**config.mk**
```make
export PLATFORM = sky130hd
export DESIGN_NAME = key_irq_ctrl
export DESIGN_NICKNAME = d
export VERILOG_FILES = /design/src/rtl/key_irq_ctrl.sv
export SDC_FILE = /design/constraint.sdc
export NUM_CORES = 1
export LEC_CHECK = 0
export ABC_AREA = 1
export BUFFER_PORTS_ARGS = -buffer_cell sky130_fd_sc_hd__buf_2
export CORE_AREA = 2 2 39 41
export CTS_CLUSTER_SIZE = 30
export DETAILED_ROUTE_END_ITERATION = 6
export DIE_AREA = 0 0 41 43
export GPL_ROUTABILITY_DRIVEN = 0
export PLACE_DENSITY = 0.66
export SLEW_MARGIN = 40
export SYNTH_ARGS = -nofsm -noshare
export SYNTH_HDL_FRONTEND = slang
export SYNTH_SLANG_ARGS = --single-unit
```
**constraint.sdc**
```tcl
create_clock -name CLOCK_50 -period 0.8 [get_ports CLOCK_50]
set_input_delay 0.04 -clock CLOCK_50 [delete_from_list [all_inputs] [get_ports CLOCK_50]]
set_output_delay 0.04 -clock CLOCK_50 [all_outputs]
set_load 0.01 [all_outputs]
```
**src/rtl/key_irq_ctrl.sv**
```systemverilog
`timescale 1ns/1ps
`default_nettype none

module key_irq_ctrl (
    input  logic       CLOCK_50,
    input  logic       KEY0,
    input  logic       key_pressed,
    input  logic [7:0] ascii,
    input  logic       irq_ack,
    output logic [7:0] key_char,
    output logic [3:0] irq_vector
);

    logic key_valid;
    logic ack_valid;

    // Decoder reports zero for keys with no character
    assign key_valid = key_pressed && (ascii != 8'd0);
    assign ack_valid = irq_ack && (irq_vector != 4'd0);

    always_ff @(posedge CLOCK_50 or negedge KEY0) begin
        if (!KEY0) begin
            key_char   <= 8'd0;
            irq_vector <= 4'd0;
        end else begin
            if (key_valid) begin
                key_char <= ascii;
            end
            // Ack has priority over a new press
            if (ack_valid) begin
                irq_vector <= 4'd0;
            end else if (key_valid) begin
                irq_vector <= 4'd1;
            end
        end
    end

endmodule

`default_nettype wire

```
Word level (Yosys, flattened, before mapping):

Index checks and enable logic that the tools add are counted.

* word-level logic and storage cells: 9
* memories kept: 0
* input port bits: 12
* latch bits: 0
* output and inout bits: 12
* register bits after elaboration: 12
* ROM bits: 0
* bits in writable memories: 0

* multiply operators: 0
* reduce and logical (&&, ||, !) cells: 5
* magnitude comparators: 0
* multiplexer cells: 2
* bitwise operators: 0
* $add $sub $neg: 0
* equality and inequality tests: 0
* shifts and indexed selects: 0
* divide/modulo/power cells: 0

Operator list (count)
* 4-bit 2-to-1 mux: 2
* 8-bit nonzero test: 1
* 4-bit nonzero test: 1
* 1-bit logical AND: 2
* 2-bit nonzero test: 1

Logic depth before layout (Yosys ltp):

* depth in word-level cells: 4
* gate-level depth with buffers: 6

Worst setup path after synthesis:

Ideal clock, no wire load.

* kind: reg-to-reg
* from: register irq_vector[0]
* to: register irq_vector[0]
* stages on the path, launching flop included: 4
* period minus slack after synthesis: 0.805 ns
* library setup time: 0.065 ns
* data required time: 0.735 ns
* setup slack: -0.005 ns
* arrival: 0.740 ns
* cells stage by stage: dfrtp_1 -> inv_1 -> or2_2 -> nand2_1

* cells in the longest elaborated chain, start to end: 3

Ends and longest elaborated chain
* start, declared: RTL line 11 `output logic [3:0] irq_vector`
* start signal, assigned: RTL line 24 `irq_vector <= 4'd0;`
* start signal, assigned: RTL line 31 `irq_vector <= 4'd0;`
* start signal, assigned: RTL line 33 `irq_vector <= 4'd1;`
* 4-bit nonzero test *: RTL line 19 `assign ack_valid = irq_ack && (irq_vector != 4'd0);`
* 1-bit logical AND *: RTL line 19
* 4-bit 2-to-1 mux / 2-bit nonzero test (equally long branches)

Mark *: on every way between the ends. The rest lies on a longest branch, timed or not.
A chain may end at the register's enable or synchronous reset.

Worst setup path after layout:

* from: register irq_vector[0]
* to: output port irq_vector[0]

No word-level cell between the ends.

==> qor.csv <==
stage;metric;value;unit
critical_path;CP Buf/Inv Count;1;
critical_path;crit path DAT;0.78;ns
sta;Post-Route Setup TNS;-0.0844;ns
power_and_ir_drop;Switching Share;0.270;
clocking;Max clock buf depth;2;
critical_path;critical-path cell list;buf_2;
route;routed len/inst;9.49;microns
clocking;CTS sink count;9;
grt;largest net degree at the start of global routing;11;
critical_path;Crit path max-delay family;flip-flops;
layout;Filler Cells Inserted;138;
synthesis;XOR/XNOR share of the synthesized area;0;
sta;unrepaired setup endpoints after global routing;true;
critical_path;WS Path Type;flop to output port;
min_path;Hold Crit Class;input pin to flop;
synthesis;main combinational cell family by area after synthesis;simple AND/OR/NAND/NOR gates;
critical_path;startpoint types;flop;
grt;vias in the first global route;368;
power_and_ir_drop;sequential power share;0.465;
sta;setup ws final;-0.0210;ns
status;failing checks;negative setup slack;
layout;share of layout cells above drive strength 1;0.424;
power_and_ir_drop;cell-internal power;818;uW
sta;final hold vios;0;
place;placed cells;90;
power_and_ir_drop;Psw;303;uW
place;DPL Wire Length;704;microns
clocking;clk_lat worst skew;0.26;ns
critical_path;WP data required;0.76;ns
clocking;root buf cell;clkbuf_4;
grt;initial antenna violation count;0;
synthesis;Post-Synth Adder-Cell Area;0;
clocking;clock slew at reported path FFs;0.06;ns
grt;first-pass GRT wire length;1490;microns
route;drt first pass iters;4;
critical_path;CP Capture Type;output port;
min_path;hold path startpoint;ascii[3];
status;status;finished with violations;
synthesis;Seq cells post-synth;9;
sta;fmax;1.22;GHz
layout;final net count;98;
layout;final core utilization;0.466;
power_and_ir_drop;Combinational Power Share;0.226;
die;CORE AREA;1380;sq um
critical_path;Worst path max stage delay;0.38;ns
min_path;Min-Delay Endpoint;key_char[3];
layout;Multi-input gate area;196;sq um
min_path;WHS Path Cells;3;
critical_path;FF-to-FF setup slack;0.06;ns
die;row cnt;14;
synthesis;Synth Area in Compound Gates;0.0353;
place;Post-DP Area;554;sq um
route;drt initial violations;7;
route;vias per cell;4.30;
layout;Storage cell area;225;sq um
synthesis;Post-Synth Simple-Gate Area;0.361;
synthesis;sequential area share after synthesis;0.489;
layout;post-route cell area;644;sq um
layout;Area Overhead vs Synth;39.9;%
grt;overall routing resource usage;0.126;
critical_path;R2R cell count;3;
layout;Final Non-Filler Cells;101;
synthesis;syn_area_per_cell;8.22;sq um
sta;final worst-path cycle share;1.03;
die;IO Pins;24;
synthesis;synth unique cells;13;
sta;clk_skew;0;ns
die;Total Die Area;1760;sq um
synthesis;Cells after Synth;56;
clocking;H-tree depth;1;
place;Buffers on Ports;20;
clocking;cts bufs inserted;3;
route;Final ANT Viol Nets;0;
route;routed vias;434;
die;initial core utilization;0.333;
route;DRC viols;0;
critical_path;r2r endpoint;irq_vector[0];
run;Max Cap Viol;0;
sta;min Tclk post-route;0.821;ns
power_and_ir_drop;VDD IR max;0.770;mV
clocking;CTS tree;done;
sta;# setup viols final;9;
grt;GRT overflow;0;
power_and_ir_drop;P per Cell Area;1740;nW/um^2
power_and_ir_drop;Design Power;1120;uW
synthesis;Yosys warnings;0;
layout;Ant. Diodes;0;
power_and_ir_drop;leakage;0.000368;uW
critical_path;Crit Reg-Reg Startpoint;irq_vector[0];
synthesis;post-synthesis mux area share;0;
synthesis;cell area after synthesis;460;sq um
route;final wirelength;958;microns
critical_path;CP Max Fanout;2;
die;Die Height;43;microns
power_and_ir_drop;Clock power frac;0.309;
critical_path;slowest stage cell, crit path;dfrtp_1;
sta;max-slew violations;0;
die;DIE WIDTH;41;microns
[cells in the mapped netlist, drive strengths merged]
| library cell | n | share of area |
|---|---|---|
| inv | 4 | 0.033 |
| dfrtp | 9 | 0.49 |
| or2 | 1 | 0.014 |
| nand2 | 22 | 0.19 |
| conb | 1 | 0.0081 |
| nor2 | 5 | 0.057 |
| nand3 | 8 | 0.087 |
| o21ai | 1 | 0.035 |
| and2 | 1 | 0.014 |
| buf | 4 | 0.073 |
[logic make-up after synthesis]
family | Yosys count
buffers and inverters | 8
other | 1
AND/OR/NAND/NOR | 37
flip-flops | 9
AO/OA/AOI/OAI | 1
[cells in the final DEF, fill, tap and decap left out, types with 2 or more instances in the layout]
cell,instances
inv_1,4
buf_2,19
nor2_1,2
conb_1,3
clkbuf_4,3
nand2_2,2
nand3_1,8
buf_4,6
nor2_2,3
nand2_1,20
dfrtp_1,9
[layout make-up]
class | instances | area share
inverter | 4 | 0.0233
clock buffer | 4 | 0.0408
sequential | 9 | 0.350
tap | 16 | 0.0311
timing repair buffer | 27 | 0.250
multi-input combinational | 41 | 0.305
[metal layers]
layer,global-route usage,share of wire,up-vias
met5,0,0,-
met4,0.100,0.028,0
met3,0.0366,0.10,4
met2,0.163,0.44,20
met1,0.167,0.42,185
li1,-,-,225
[state kept, by name (all words and copies together), names as in the netlist]
signal / cells
key_char: 8
irq_vector: 1
[power by group through the flow]
stage | logic [uW] | clock network (uW) | registers (uW)
finish | 254 | 346 | 521
CTS | 237 | 366 | 520
detailed placement | 205 | 0 | 529
global placement | 203 | 0 | 529
global route | 286 | 389 | 528
floorplan | 98.2 | 0 | 551
[per-stage QoR]
step	hold slack [ns]	setup WS, ns
5_1_grt	0.00651	-0.0590
3_5_place_dp	-0.0954	-0.0154
3_3_place_gp	-0.0994	-0.0116
6_report	0.00710	-0.0210
4_1_cts	0.000448	-0.0376
2_1_floorplan	-0.256	0.00183
[what timing repair did]
action,in CTS,in global routing
endpoints found under the hold margin,9,0
resized for setup,0,2
hold buffers,1,0
setup endpoints to repair,9,10
pin swaps,0,1
setup buffers,4,2
[worst reg2reg max path: stages, from the launching register on]
cell     delay, ns
dfrtp_1       0.35
inv_1         0.06
or2_4         0.21
nand2_1       0.06
[worst max path at each step]
| stage | start | to | slack (ns) | cells past startpoint |
|---|---|---|---|---|
| after floorplan | irq_vector[0] | irq_vector[0] | 0.002 | 3 |
| after global placement | ascii[5] | key_char[1] | -0.01 | 7 |
| after detailed placement | ascii[5] | key_char[7] | -0.02 | 7 |
| after CTS | irq_vector[0] | irq_vector[0] | -0.04 | 1 |
| after global routing | key_char[7] | key_char[7] | -0.06 | 1 |
| final | irq_vector[0] | irq_vector[0] | -0.02 | 1 |
No activity file was read; power rests on OpenSTA's default activity.
