==> src/rtl/soc_pkg.sv <==
`default_nettype none

package soc_pkg;

    // Bus and memory widths
    localparam int addr_w    = 64;
    localparam int data_w    = 64;
    localparam int word_w    = 32;
    localparam int mem_words = 3072;

    // ROM and RAM windows share one physical RAM
    localparam logic [addr_w-1:0] rom_base = 64'h0000_0000_0000_0000;
    localparam logic [addr_w-1:0] rom_size = 64'h0000_0000_0000_1000;
    localparam logic [addr_w-1:0] ram_base = 64'h0000_0000_0000_1000;
    localparam logic [addr_w-1:0] ram_size = 64'h0000_0000_0000_2000;

    // Single-word peripheral registers
    localparam logic [addr_w-1:0] key_addr     = 64'h0000_0000_0000_8000;
    localparam logic [addr_w-1:0] uart_addr    = 64'h0000_0000_0000_8004;
    localparam logic [addr_w-1:0] sd_addr_reg  = 64'h0000_0000_0000_8010;
    localparam logic [addr_w-1:0] sd_read_reg  = 64'h0000_0000_0000_8014;
    localparam logic [addr_w-1:0] sd_ready_reg = 64'h0000_0000_0000_8018;
    localparam logic [addr_w-1:0] sd_avail_reg = 64'h0000_0000_0000_801C;

    // Byte-wide SD sector window, 512-byte aligned
    localparam logic [addr_w-1:0] sd_buf_base = 64'h0000_0000_0000_9000;
    localparam logic [addr_w-1:0] sd_buf_size = 64'h0000_0000_0000_0200;

    // Status code the SD controller reports when it has gone idle
    localparam logic [4:0] sd_status_idle = 5'd6;

    // Decoded bus region
    typedef enum logic [3:0] {
        region_none,
        region_rom,
        region_ram,
        region_key,
        region_uart,
        region_sd_addr,
        region_sd_read,
        region_sd_ready,
        region_sd_avail,
        region_sd_buf
    } bus_region_e;

endpackage

`default_nettype wire

==> src/rtl/bus_fabric.sv <==
`timescale 1ns/1ps
`default_nettype none

module bus_fabric (
    input  logic                       CLOCK_50,
    input  logic                       KEY0,
    input  soc_pkg::bus_region_e       region,
    input  logic                       bus_read_enable,
    input  logic                       bus_write_enable,
    input  logic [soc_pkg::data_w-1:0] bus_write_data,
    input  logic [soc_pkg::word_w-1:0] ram_word,
    input  logic [7:0]                 sd_byte,
    input  logic [7:0]                 key_char,
    input  logic                       sd_ready,
    input  logic                       sd_cache_available,
    output logic                       ram_write,
    output logic [soc_pkg::data_w-1:0] bus_read_data,
    output logic                       bus_read_done,
    output logic [31:0]                sd_addr,
    output logic                       sd_rd_start,
    output logic                       uart_write,
    output logic [31:0]                uart_data
);
    import soc_pkg::*;

    bus_region_e read_region;
    logic        uart_hit;
    logic        uart_hit_d;

    // Only the RAM window is writable, ROM writes are dropped
    assign ram_write = bus_write_enable && (region == region_ram);
    assign uart_hit  = bus_write_enable && (region == region_uart);

    // Read side
    always_ff @(posedge CLOCK_50 or negedge KEY0) begin
        if (!KEY0) begin
            read_region   <= region_none;
            bus_read_done <= 1'b0;
        end else begin
            read_region   <= bus_read_enable ? region : region_none;
            // Every read gets a done, mapped or not
            bus_read_done <= bus_read_enable;
        end
    end

    // Sources are already one cycle late, matching read_region
    always_comb begin
        case (read_region)
            region_rom, region_ram: begin
                bus_read_data = {{(data_w-word_w){1'b0}}, ram_word};
            end
            region_key:      bus_read_data = {{(data_w-8){1'b0}}, key_char};
            region_sd_ready: bus_read_data = {{(data_w-1){1'b0}}, sd_ready};
            region_sd_avail: bus_read_data = {{(data_w-1){1'b0}}, sd_cache_available};
            region_sd_buf:   bus_read_data = {{(data_w-8){1'b0}}, sd_byte};
            default:         bus_read_data = '0;
        endcase
    end

    // SD control registers
    always_ff @(posedge CLOCK_50 or negedge KEY0) begin
        if (!KEY0) begin
            sd_addr     <= 32'd0;
            sd_rd_start <= 1'b0;
        end else begin
            if (bus_write_enable && region == region_sd_addr) begin
                sd_addr <= bus_write_data[31:0];
            end
            sd_rd_start <= bus_write_enable && (region == region_sd_read);
        end
    end

    // UART trigger, only the first of back-to-back writes fires
    always_ff @(posedge CLOCK_50 or negedge KEY0) begin
        if (!KEY0) begin
            uart_hit_d <= 1'b0;
            uart_write <= 1'b0;
        end else begin
            uart_hit_d <= uart_hit;
            uart_write <= uart_hit && !uart_hit_d;
        end
    end

    always_ff @(posedge CLOCK_50) begin
        if (uart_hit && !uart_hit_d) begin
            uart_data <= bus_write_data[31:0];
        end
    end

endmodule

`default_nettype wire

==> config.mk <==
export PLATFORM = sky130hd
export DESIGN_NAME = bus_fabric
export DESIGN_NICKNAME = d
export VERILOG_FILES = /design/src/rtl/soc_pkg.sv /design/src/rtl/bus_fabric.sv
export SDC_FILE = /design/constraint.sdc
export NUM_CORES = 1
export LEC_CHECK = 0
export BUFFER_PORTS_ARGS = -buffer_cell sky130_fd_sc_hd__buf_4
export CORE_AREA = 2 2 98 100
export CTS_BUF_LIST = sky130_fd_sc_hd__clkbuf_8
export DETAILED_ROUTE_END_ITERATION = 8
export DIE_AREA = 0 0 100 102
export PLACE_DENSITY = 0.72
export SYNTH_ARGS = -nofsm -noshare
export SYNTH_HDL_FRONTEND = slang
export SYNTH_SLANG_ARGS = --single-unit
==> constraint.sdc <==
create_clock -name CLOCK_50 -period 3.02 [get_ports CLOCK_50]
set_clock_uncertainty 0.2 [all_clocks]
set_input_delay 0 -clock CLOCK_50 [delete_from_list [all_inputs] [get_ports CLOCK_50]]
set_output_delay 0 -clock CLOCK_50 [all_outputs]
set_load 0.02 [all_outputs]
; Word level (Yosys, flattened, before mapping)
; Cells that the tools add are included.
[word_totals]
reg_bits = 72
wordCells = 26
[classes]
eq_ne = 10
muxes = 2
reduce_logical = 7
[ops]
columns = operator, count
row1 = $pmux W32 S5, 1
row2 = $eq A4 B3 Y1 const B, 4
row3 = $eq A4 B2 Y1 const B, 3
row4 = $eq A4 B4 Y1 const B, 2
row5 = $logic_and A1 B1 Y1, 5
row6 = $eq A4 B1 Y1 const B, 1
row7 = $mux W4, 1
row8 = $reduce_or A2 Y1, 1
row9 = $logic_not A1 Y1, 1

; Logic depth before layout (Yosys ltp)
[depth]
ltp_word = 3
ltp_mapped = 4
depth_no_buf = 3

; Worst setup path before layout
; OpenSTA, ideal clock, no wires.
[synth_timing]
path_type = in2reg
from = in region[0]
to = reg uart_data[0] (enable)
setup_time_ns = 0.426
arrival_time_ns = 1.940
slack_ns = 0.454
cell_stages = 3
path_buffers = 0
cell_sequence = nor3b_1 -> and3b_1 -> nor2b_1
[synth_via]
elab_chain_cells = 3
[synth_rtl]
columns = element, line
row1 = from (decl), bus_fabric.sv:7  ; input soc_pkg::bus_region_e region,
row2 = $eq A4 B3 Y1, bus_fabric.sv:32  ; assign uart_hit = bus_write_enable && (region == region_uart);
row3 = $logic_and A1 B1 Y1, bus_fabric.sv:32
row4 = net uart_hit, bus_fabric.sv:27  ; logic uart_hit;
row5 = $logic_and A1 B1 Y1, bus_fabric.sv:85  ; if (uart_hit && !uart_hit_d) begin
row6 = to (signal assigned), bus_fabric.sv:86  ; uart_data <= bus_write_data[31:0];
row7 = to (decl), bus_fabric.sv:22  ; output logic [31:0] uart_data
; The timed path passes the listed nets, and every way through them passes these cells.
; A chain may end at the register's enable or synchronous reset.

; Worst setup path in the final report
[layout_timing]
from = reg read_region[0]
to = out bus_read_data[30] (netlist name)
[layout_via]
elab_chain_cells = 3
word_cells_on_any_way = 8
cone_classes = eq/ne (6) / mux (1) / reduce/logical (1)
[layout_rtl]
columns = element, line
row1 = from (decl), bus_fabric.sv:26  ; bus_region_e read_region;
row2 = from (signal assigned), bus_fabric.sv:37  ; read_region <= region_none;
row3 = from (signal assigned), bus_fabric.sv:40  ; read_region <= bus_read_enable ? region : region_none;
row4 = $eq A4 B1 Y1 or $eq A4 B2 Y1 (tied branches), bus_fabric.sv:48  ; case (read_region)
row5 = $reduce_or A2 Y1, bus_fabric.sv:48
row6 = $pmux W32 S5 (*), bus_fabric.sv:48
row7 = to (decl), bus_fabric.sv:17  ; output logic [soc_pkg::data_w-1:0] bus_read_data,
; Every way passes the cells marked *; elsewhere a longest branch is shown, timed or not.

==> key figures <==
Global route
  • M3 GR Usage: 4.58%
  • Antenna violations before repair: 0
  • Grt met2 use: between 30% and 40%
  • Layer with the highest usage: met2
  • Grt met1 use: 17.1%
  • First-pass GRT wire length: about 13000 um
  • Largest net degree at the start of global routing: 41
  • Number of global-route vias before repair: 2484
  • All-Layer GR Usage: 16.4%
  • Total gr overflow: 0

Synthesis
  • Synth Register Bits: 72
  • Synth warn: 0
  • Main combinational cell family by area after synthesis: multiplexers
  • Post-Syn Area: between 0.003 and 0.004 mm2
  • Post-synthesis compound-gate area fraction: 2.50%
  • Post-Synth XOR/XNOR Area: less than 1%
  • Synth cell types: 27
  • Post-synthesis simple-gate area fraction: 10.1%
  • Mapped Cells: 203
  • Avg Cell Area, Syn: 15.5 um2
  • Multiplexer share of the synthesized area: 15.6%
  • Post-Synth Adder-Cell Area: 0%
  • Post-synthesis sequential area ratio: ~62%

Hold path
  • HP Start: ram_word[11]
  • Hold depth: 3
  • Worst Hold End: bus_read_data[11]
  • Hold WC Path Type: input port to output port

Setup path
  • Setup CP Type: flop to output port
  • R2R depth: 2
  • Crit path max fanout: 21
  • Reg-to-reg endpoint: uart_data[19]$_DFFE_PP_
  • Worst r2r src: uart_hit_d$_DFF_PN0_
  • Top cell by count, worst path: buf_4
  • CP required: 2.82 ns
  • Setup slack, reg-to-reg: 1.56 ns
  • Ordered list of cells on the worst path: xnor2_1 > nor3_2 > buf_4 > and2_1 > buf_4
  • Crit path DAT: 2.04 ns
  • Crit-path max cell delay: 0.50 ns
  • Element type at the critical path start: flop
  • Critical path's slowest cell: nor3_2
  • Worst Setup End Kind: output port

Die
  • Core area: 0.00911 mm2
  • FP Rows: 35
  • Die ar.: 0.0102 mm2
  • Io pins: 254
  • Initial Util: 34.6%
  • Die Wd: 100 um
  • Die Ht: approximately 100 um

Route
  • Vias per Instance: 4.28
  • DR iter-0 viols: 96
  • Wire per inst: 15.3 um
  • Final ANT Viol Nets: 0
  • DRC violations left: 0
  • Post-Route WL: about 8500 um
  • Via Count: between 2000 and 2500
  • 1st-pass router iterations: 4

CTS
  • CTS root buffer: clkbuf_8
  • CTS Buf Count: 9
  • Clk_lat worst skew: 0.33 ns
  • Clock Pin Slew Worst Setup and Hold Paths: roughly 0.080 ns
  • CTS tree: done
  • Longest Clk Path Bufs: 2
  • CTS sink cnt: 72
  • Post-CTS sizing: 0
  • H-tree Lvls: 3

Final layout
  • # fillers: between 700 and 800
  • Fin nets: between 500 and 600
  • Synth-to-layout area growth: 65.4%
  • Antenna cells: 0
  • Utilization after layout: 57.3%
  • Share of cells above drive strength 1: 55.0%

Timing
  • Fin Setup TNS: 0 ns
  • Fin crit period: roughly 2.2 ns
  • RSZ-0062 raised after global routing: no
  • Max_slew headroom: 26.6%
  • Peak Freq: around 450 MHz
  • Max-slew violations: 0
  • Worst-Margin Slew: about 1.1 ns
  • # setup viols final: 0
  • Hold Vio Cnt, Final: 0
  • Period utilization: 74.2%

Placement
  • Port Buffer Count: 189
  • Hpwl dp: 6090 um
  • GP Congestion: 0.708

Job
  • Max Cap Viol: 0

Outcome
  • Status: complete, no violations

Power
  • Worst VDD drop: about 360 uV
  • Leak Pwr: 0.00260 uW
  • Power Dens Cells: roughly 540 mW/mm2
[what timing repair did]
item / 4_1_cts / 5_1_grt
hold endpoints to repair: 111 / 0
hold buffers: 41 / 0
buffers inserted: 0 / 0
[cells in the final DEF (no fill, tap or decap), drive strengths merged]
cell type and n:
and4bb 2, nor2 1, bufinv 2, and2 35, nor3 3, dfrtp 40
edfxtp 32, mux2i 2, xnor2 1, clkinv 3, nor3b 1, buf 192
inv 2, a221o 7, a211o 1, conb 32, and3 1, mux2 32
and3b 1, nand2 3, nor4b 1, dlygate4sd3 40, nor2b 1, clkbuf 9
[critical path, delay by kind of cell, from the launching register on]
kind,cells,cell delay (ns)
DFF,1,0.42
buffers and inverters,2,0.46
and+or+nand+nor,2,0.67
xor gates and xnor gates,1,0.15
[synth_stat cells]
cell type / instances / area share [%]
a211o_1: 1 / 0.28
a221o_1: 7 / 2.2
and2_0: 7 / 1.4
and2_1: 28 / 5.6
and3_1: 1 / 0.20
and3b_1: 1 / 0.28
and4bb_1: 1 / 0.40
and4bb_2: 1 / 0.40
buf_2: 1 / 0.16
buf_4: 32 / 7.6
buf_6: 3 / 1.1
clkbuf_2: 2 / 0.32
conb_1: 1 / 0.12
dfrtp_1: 40 / 32
edfxtp_1: 32 / 30
mux2_2: 2 / 0.71
mux2_4: 30 / 14
mux2i_1: 2 / 0.63
nand2_1: 2 / 0.24
nand2_2: 1 / 0.20
nor2_1: 1 / 0.12
nor2b_1: 1 / 0.20
nor3_1: 2 / 0.32
nor3_2: 1 / 0.32
nor3b_1: 1 / 0.24
nor4b_1: 1 / 0.28
xnor2_1: 1 / 0.28
[how the worst max path moves through the flow]
stage	to	depth (start not counted)	startpoint	slack (ns)
2_1_floorplan	uart_data[0]$_DFFE_PP_	3	region[0]	0.45
3_3_place_gp	sd_addr[16]$_DFFE_PN0P_	4	region[2]	1.11
3_5_place_dp	bus_read_data[30]	5	read_region[0]$_DFF_PN0_	1.10
4_1_cts	bus_read_data[30]	5	read_region[0]$_DFF_PN0_	0.72
5_1_grt	bus_read_data[30]	5	read_region[0]$_DFF_PN0_	0.62
6_report	bus_read_data[30]	5	read_region[0]$_DFF_PN0_	0.78
[cell families after synthesis]
group           Yosys count
compound gates            8
xor+xnor                  1
buf+inv                  38
flops                    72
mux                      34
other cells               1
simple gates             49
[cell type report]
cell class,instances,area [um2],area share [%]
Clock buffer,9,124,2.37
Clock inverter,7,103,1.97
Multi-Input combinational cell,124,1030,19.7
Sequential cell,72,1960,37.6
Tap cell,111,139,2.66
Timing Repair Buffer,232,1860,35.7
[routing by layer]
layer,part of all wire [%],vias to the layer above,wire [um]
met5,0,-,0
met4,0.97,0,82
met3,7.9,9,668
met2,56,121,4750
met1,35,1121,2970
li1,-,1123,-
[per-stage QoR]
stage	setup slack (ns)	cell area (um2)	hold slack, ns	cells	total power (uW)
after floorplan	0.454	3270	-0.496	234	1630
after global placement	1.11	4560	-0.179	498	1940
after detailed placement	1.10	4560	-0.170	498	1950
after CTS	0.720	5220	0.107	555	2870
after global routing	0.621	5220	0.110	555	2960
final	0.778	5220	0.105	555	2840
[power breakdown]
| group | internal [uW] | leakage [uW] | switching [uW] |
|---|---|---|---|
| logic | 419 | 0.00170 | 359 |
| registers | 1130 | 0.000786 | 67.8 |
| clock network | 475 | 0.000116 | 381 |
No activity file was read; power rests on OpenSTA's default activity.
