## config.mk

```make
export PLATFORM = sky130hd
export DESIGN_NAME = bus_decoder
export DESIGN_NICKNAME = d
export VERILOG_FILES = /design/src/rtl/soc_pkg.sv /design/src/rtl/bus_decoder.sv
export SDC_FILE = /design/constraint.sdc
export NUM_CORES = 1
export LEC_CHECK = 0
export ABC_AREA = 0
export BUFFER_PORTS_ARGS = -buffer_cell sky130_fd_sc_hd__buf_2
export CAP_MARGIN = 10
export CORE_UTILIZATION = 26
export DETAILED_ROUTE_END_ITERATION = 10
export GPL_TIMING_DRIVEN = 0
export PLACE_DENSITY = 0.85
export SLEW_MARGIN = 15
export SYNTH_ARGS = -nofsm -noshare
export SYNTH_HDL_FRONTEND = slang
export SYNTH_SLANG_ARGS = --single-unit
```

## constraint.sdc

```tcl
create_clock -name vclk -period 1.5
set_input_delay 0.3 -clock vclk [all_inputs]
set_output_delay 0.3 -clock vclk [all_outputs]
set_load 0.01 [all_outputs]
```

## src/rtl/soc_pkg.sv

```systemverilog
`default_nettype none

package soc_pkg;

    // Bus and memory widths
    localparam int addr_w    = 64;
    localparam int data_w    = 64;
    localparam int word_w    = 32;
    localparam int mem_words = 3072;

    // ROM and RAM windows share one physical RAM
    localparam logic [addr_w-1:0] rom_base = 64'h0000_0000_0000_0000;
    localparam logic [addr_w-1:0] rom_size = 64'h0000_0000_0000_1000;
    localparam logic [addr_w-1:0] ram_base = 64'h0000_0000_0000_1000;
    localparam logic [addr_w-1:0] ram_size = 64'h0000_0000_0000_2000;

    // Single-word peripheral registers
    localparam logic [addr_w-1:0] key_addr     = 64'h0000_0000_0000_8000;
    localparam logic [addr_w-1:0] uart_addr    = 64'h0000_0000_0000_8004;
    localparam logic [addr_w-1:0] sd_addr_reg  = 64'h0000_0000_0000_8010;
    localparam logic [addr_w-1:0] sd_read_reg  = 64'h0000_0000_0000_8014;
    localparam logic [addr_w-1:0] sd_ready_reg = 64'h0000_0000_0000_8018;
    localparam logic [addr_w-1:0] sd_avail_reg = 64'h0000_0000_0000_801C;

    // Byte-wide SD sector window, 512-byte aligned
    localparam logic [addr_w-1:0] sd_buf_base = 64'h0000_0000_0000_9000;
    localparam logic [addr_w-1:0] sd_buf_size = 64'h0000_0000_0000_0200;

    // Status code the SD controller reports when it has gone idle
    localparam logic [4:0] sd_status_idle = 5'd6;

    // Decoded bus region
    typedef enum logic [3:0] {
        region_none,
        region_rom,
        region_ram,
        region_key,
        region_uart,
        region_sd_addr,
        region_sd_read,
        region_sd_ready,
        region_sd_avail,
        region_sd_buf
    } bus_region_e;

endpackage

`default_nettype wire

```

## src/rtl/bus_decoder.sv

```systemverilog
`timescale 1ns/1ps
`default_nettype none

module bus_decoder (
    input  logic [soc_pkg::addr_w-1:0] bus_address,
    output soc_pkg::bus_region_e       region,
    output logic [11:0]                word_index,
    output logic [8:0]                 byte_index
);
    import soc_pkg::*;

    always_comb begin
        region = region_none;
        if (bus_address >= rom_base && bus_address < rom_base + rom_size) begin
            region = region_rom;
        end else if (bus_address >= ram_base && bus_address < ram_base + ram_size) begin
            region = region_ram;
        end else if (bus_address == key_addr) begin
            region = region_key;
        end else if (bus_address == uart_addr) begin
            region = region_uart;
        end else if (bus_address == sd_addr_reg) begin
            region = region_sd_addr;
        end else if (bus_address == sd_read_reg) begin
            region = region_sd_read;
        end else if (bus_address == sd_ready_reg) begin
            region = region_sd_ready;
        end else if (bus_address == sd_avail_reg) begin
            region = region_sd_avail;
        end else if (bus_address >= sd_buf_base && bus_address < sd_buf_base + sd_buf_size) begin
            region = region_sd_buf;
        end
    end

    // ROM and RAM both index the RAM by the full word address
    assign word_index = bus_address[13:2];
    // Buffer base is 512-aligned so the low bits are the offset
    assign byte_index = bus_address[8:0];

endmodule

`default_nettype wire

```

======== Word-level counts from Yosys, hierarchy flattened ========
Cells that the tools add are included.
word-level totals
  output and inout port bits .............. 25
  logic and storage cells ................. 24
  register bits after elaboration ......... 0
  input bits .............................. 64
operators by class
  reductions and logical operators ........ 3
  eq/ne operators ......................... 6
  muxes and demuxes ....................... 9
  order comparisons ....................... 6
operators by type and width
  kind                    number
  $eq A64 B16 Y1 const B  6
  $ge A64 B1 Y1 const B   1
  $ge A64 B13 Y1 const B  1
  $ge A64 B16 Y1 const B  1
  $lt A64 B13 Y1 const B  1
  $lt A64 B14 Y1 const B  1
  $lt A64 B16 Y1 const B  1
  $mux W4                 9
  $logic_and A1 B1 Y1     3

======== Logic depth before layout (Yosys ltp) ========
Gate-level depths: netlist of run 1.
  depth after elaboration ................. 11
  gate-level depth with buffers ........... 4
  depth with buffers taken out ............ 4

======== Worst setup path after synthesis of run 1 ========
No wires, ideal clock.
  kind .................................... input port to output port
  start point ............................. input port bus_address[60] in the netlist's numbering
  end point ............................... output port region[2]
  setup slack ............................. -34 ps
  buffers on the path ..................... 0
  stages on the path ...................... 4
  data arrival time ....................... 1234 ps
  data required time ...................... 1200 ps
  cell sequence ........................... nor4_1 nand4_1 nor3_2 nor4b_2
on the way
  cells in the longest elaborated chain, start to end .. 9
  elaborated cells between the ends (all ways) .. 20
  classes of those cells .................. order compare: 4; eq/ne: 6; mux: 8; reduce/logical: 2
ends and longest elaborated chain
  item                line               text
  start: declaration  bus_decoder.sv:5   input logic [soc_pkg::addr_w-1:0] bus_address,
  $eq A64 B16 Y1      bus_decoder.sv:28  end else if (bus_address == sd_avail_reg) begin
  $mux W4             bus_decoder.sv:28
  $mux W4             bus_decoder.sv:26  end else if (bus_address == sd_ready_reg) begin
  $mux W4             bus_decoder.sv:24  end else if (bus_address == sd_read_reg) begin
  $mux W4             bus_decoder.sv:22  end else if (bus_address == sd_addr_reg) begin
  $mux W4             bus_decoder.sv:20  end else if (bus_address == uart_addr) begin
  $mux W4             bus_decoder.sv:18  end else if (bus_address == key_addr) begin
  $mux W4             bus_decoder.sv:16  end else if (bus_address >= ram_base && bus_address < ram_base + ram_size) begin
  $mux W4 *           bus_decoder.sv:14  if (bus_address >= rom_base && bus_address < rom_base + rom_size) begin
  end: declaration    bus_decoder.sv:6   output soc_pkg::bus_region_e region,
Mark *: on every way between the ends. The rest lies on a longest branch, timed or not.

======== Final worst setup path of run 1 ========
Same ends and word-level chain as after synthesis.

==> summary.txt, run 1 <==
status -> complete, but fails checks
failing checks -> setup timing
setup ws final -> -0.3171 ns
vias -> 796
routed len/inst -> 12.02 µm
Final Routed Wirelength -> 2031 µm
type of origin of the critical path -> input pin
CORE AREA -> 1541 µm²
share of layout cells above drive strength 1 -> 0.8170
CP max FO -> 4
placed cell count -> 168
Commonest cells post-synth -> buf_4 (21), nor4_1 (11), nor3_1 (4)
Slew Limit Fails -> 0
synth top area cells -> buf_4 (36%), nor4_1 (16%), nor4_2 (5.7%), nor3_1 (4.6%), nand4_1 (4.3%)
HP Start -> bus_address[10]
Hold Crit Class -> in2out
register area share after synthesis -> 0
WP data arrival -> 1.52 ns
Final Cycle Share -> 1.211
area grow syn2layout -> 150.3%
clock buffers -> 0
Yosys cell types -> 20
first-pass GRT wire length -> 2953 µm
RSZ-0062 raised after global routing -> true
IO Pins -> 89
Total GRT Usage -> 0.1931
hold violation count in the final report -> 0
post-DP HPWL -> 1530 µm
area leader, netlist -> buf_4
die area -> 1852 µm²
Detailed Route Iter0 Violations -> 6
Cell Pwr Density -> 234.8 nW/µm²
most common cell in the netlist -> buf_4
Buf/Inv on CP -> 2
Fillers -> 132
Initial Utilization -> 0.2841
Crit path required time -> 1.20 ns
height of the die -> 43.04 µm
DR pass1 iterations -> 2
sequential cell count -> 0
crit path kind -> in2out
Max Fclk -> 550.3 MHz
reported leakage power -> 0.0005855 µW
Hold Slack -> 0.8923 ns
Worst slew margin -> 0.8210
setup TNS -> -1.049 ns
initial antenna violation count -> 0
Worst setup EP type -> output pin
# DRC -> 0
grt total ovfl -> 0
FF+latch area -> 0 µm²
critical path's slowest cell -> nor4_2
Yosys warning count -> 0
largest net degree at the start of global routing -> 8
worst-margin pin slew -> 0.2611 ns
net count after synthesis -> 127
port bufs -> 89
FP Rows -> 14
Die W -> 43.04 µm
synthesized area -> 437.9 µm²
start point of the critical path -> bus_address[60]
post-synth top area share -> 0.3600
number of antenna diodes -> 0
synthesized area per cell -> 6.951 µm²
cell family with most CP delay -> simple AND/OR/NAND/NOR gates
antenna viol nets, final -> 0
number of global-route vias before repair -> 712
critical path, cell by cell -> buf_2 > nor4_2 > nand4_1 > nor3_2 > nor4b_4 > buf_2
min Tclk post-route -> 1.817 ns
Critical Path Max Stage Delay -> 0.28 ns
hold-fix buffers at CTS -> 0
GP Congestion -> 0.6869
Peak VDD IR -> 0.0001330 V
Post-Layout Cell Count -> 169
Final Setup Violations -> 4
CP dominant cell by count -> buf_2
Max-Cap Viols -> 0
Via density -> 4.710
synthesized instance count -> 63
nets@finish -> 219
cells by family (layout without fill, tap and decap cells):
| family | Yosys count | in the layout | synth area share |
|---|---|---|---|
| compound gates | 5 | 5 | 0.08855 |
| mux | 1 | 1 | 0.02286 |
| xor+xnor | 2 | 2 | 0.04001 |
| simple gates | 31 | 31 | 0.4629 |
| buf+inv | 24 | 114 | 0.3857 |
through the flow:
step	worst slack [ns]	util	total power, µW	area, µm²
final	-0.3171	0.7110	257.4	1096
after global routing	-0.3945	0.7110	276.6	1096
after CTS	-0.2977	0.6485	230.3	999.7
after detailed placement	-0.3303	0.5917	209.1	912.1
after global placement	-0.3401	0.5917	203.2	912.1
after floorplan	-0.008857	-	82.76	446.7
final timing paths:
path / end / slack (ns) / cells past startpoint
max: region[2] / -0.32 / 6
min: word_index[8] / 0.89 / 3
where the power goes:
group,switching [µW],internal (µW)
Clock,0,0
Combinational,106,152
Sequential,0,0
Total,106,152
layout make-up:
| class | count | area, µm² | share of cell area |
|---|---|---|---|
| timing repair buffer | 90 | 521.8 | 0.4760 |
| multi-input combinational | 39 | 385.4 | 0.3516 |
| buffer | 21 | 157.7 | 0.1438 |
| tap | 16 | 20.02 | 0.01826 |
| inverter | 3 | 11.26 | 0.01027 |
cell usage in the layout (no fill, tap or decap):
| cell | netlist | layout |
|---|---|---|
| nor3_1 | 4 | 4 |
| nor2_1 | 3 | 3 |
| o21ai_0 | 1 | 1 |
| xor2_1 | 1 | 1 |
| and4_1 | 1 | 1 |
| mux2i_1 | 1 | 1 |
| buf_2 | 0 | 78 |
| buf_4 | 21 | 22 |
| nor4b_4 | 0 | 1 |
| nand4_1 | 3 | 3 |
| o311ai_2 | 0 | 1 |
| nand2_1 | 2 | 2 |
| o21a_1 | 2 | 2 |
| xnor2_1 | 1 | 1 |
| inv_1 | 3 | 3 |
| nand3b_1 | 1 | 1 |
| buf_6 | 0 | 11 |
| o211a_1 | 1 | 1 |
| nor4_1 | 11 | 2 |
| nand3_1 | 2 | 2 |
| nor3_2 | 1 | 1 |
| nor4_2 | 2 | 6 |
| nor4_4 | 0 | 5 |
layer usage:
layer	part of all wire	vias up	global-route usage	routed length, µm
met3	0.069	0	0.008511	140
li1	-	398	-	-
met5	0	-	0	0
met2	0.58	35	0.4000	1169
met4	0	0	0	0
met1	0.35	363	0.2253	721
timing repair:
item,CTS,global route
resized for setup,12,14
pin swaps,7,6
setup buffers,1,0
endpoints found under the setup margin,4,4
(Power assumes the default switching activity.)
==> run 2, diff against run 1 <==
Settings changed: GPL_TIMING_DRIVEN 0 to 1.
==> summary.txt, run 2 (synthesis gave the netlist of run 1 again) <==
Final Setup Violations -> 4
routed len/inst -> 12.16 µm
initial antenna violation count -> 0
Detailed Route Iter0 Violations -> 6
final cell utilization of the core -> 0.5795
port bufs -> 89
post-DP HPWL -> 1366 µm
Final Routed Wirelength -> 1849 µm
GP Congestion -> 0.7154
grt total ovfl -> 0
clock buffers -> 0
DR pass1 iterations -> 3
WP data arrival -> 1.50 ns
Hold Crit Class -> in2out
Via density -> 4.664
RSZ-0062 raised after global routing -> true
GR Util met2 -> 0.3515
setup ws final -> -0.2965 ns
CORE AREA -> 1541 µm²
reported leakage power -> 0.0004880 µW
Post-CTS Setup Inserts -> 0
IO Pins -> 89
Fillers -> 143
Max Fclk -> 556.6 MHz
busiest grt layer -> met2
setup TNS -> -0.9596 ns
Final Cycle Share -> 1.198
Cell Pwr Density -> 230.1 nW/µm²
share of layout cells above drive strength 1 -> 0.7647
Post-Layout Cell Count -> 152
antenna viol nets, final -> 0
Place WS -> -0.3110 ns
number of global-route vias before repair -> 670
HP Start -> bus_address[9]
number of antenna diodes -> 0
vias -> 709
FP Rows -> 14
Die W -> 43.04 µm
Initial Utilization -> 0.2841
Crit path required time -> 1.20 ns
sequential cell count -> 0
met1 usage -> 0.1823
Worst Hold End -> word_index[7]
Slew Limit Fails -> 0
Peak VDD IR -> 0.0001123 V
Worst slew margin -> 0.8259
commonest cells after routing, fill and taps aside -> buf_2 (83), buf_6 (6), nor4_2 (5), nor4_1 (5), buf_4 (5)
first-pass GRT wire length -> 2553 µm
hold violation count in the final report -> 0
worst-margin pin slew -> 0.2539 ns
Total GRT Usage -> 0.1654
Worst setup EP type -> output pin
FF+latch area -> 0 µm²
final instance area -> 893.4 µm²
crit path kind -> in2out
min Tclk post-route -> 1.797 ns
area grow syn2layout -> 104.0%
height of the die -> 43.04 µm
type of origin of the critical path -> input pin
failing checks -> setup timing
placed cell count -> 152
die area -> 1852 µm²
nets@finish -> 202
Cell Area, Placed -> 792.0 µm²
status -> complete, but fails checks
# DRC -> 0
worst hold path depth -> 2
most common cell after layout, fill and taps aside -> buf_2
largest net degree at the start of global routing -> 8
CP max FO -> 4
Max-Cap Viols -> 0
GR Util met3 -> 0.004255
[run 2: cell type report]
type                            instances  area [µm²]  share of cell area
Timing Repair Buffer                   94       520.5              0.5826
Multi-Input combinational cell         39       341.6              0.3824
Tap cell                               16       20.02             0.02241
Inverter                                3       11.26             0.01261
[run 2: worst max-delay path by stage]
| stage | from | end | slack (ns) | depth (start not counted) |
|---|---|---|---|---|
| after floorplan | bus_address[0] | region[0] | -0.009 | 4 |
| after global placement | bus_address[54] | region[2] | -0.30 | 6 |
| after detailed placement | bus_address[40] | region[2] | -0.31 | 6 |
| after CTS | bus_address[18] | region[2] | -0.29 | 6 |
| after global routing | bus_address[60] | region[2] | -0.40 | 6 |
| final | bus_address[31] | region[2] | -0.30 | 6 |
[run 2: report_power, final]
part	internal (µW)	leakage [µW]	total, µW	switching (µW)
combinational	114	0.000488	206	91.8
clock	0	0	0	0
sequential	0	0	0	0
[run 2: metrics by stage]
stage | hold WS, ns | power [µW]
3_5_place_dp | 0.7998 | 175.7
3_3_place_gp | 0.7986 | 171.7
5_1_grt | 0.8097 | 221.9
6_report | 0.7999 | 205.5
2_1_floorplan | 0.6918 | 82.76
4_1_cts | 0.8003 | 189.3
[run 2: per-layer routing]
layer  share of wire  vias up  wire length, µm
li1                -      365                -
met1            0.32      309              588
met2            0.61       35             1124
met3           0.073        0              135
met4               0        0                0
met5               0        -                0
[run 2: critical path, cell delays in order]
cell and delay [ns]:
buf_6 0.10, nor4_4 0.27, nand4_1 0.15, nor3_2 0.28, nor4b_4 0.22, buf_2 0.16
[run 2: what timing repair did]
item / CTS / global route
setup endpoints to repair: 4 / 4
cloned: 0 / 0
hold buffers: 0 / 0
resized for setup: 8 / 7
pin swaps: 4 / 7
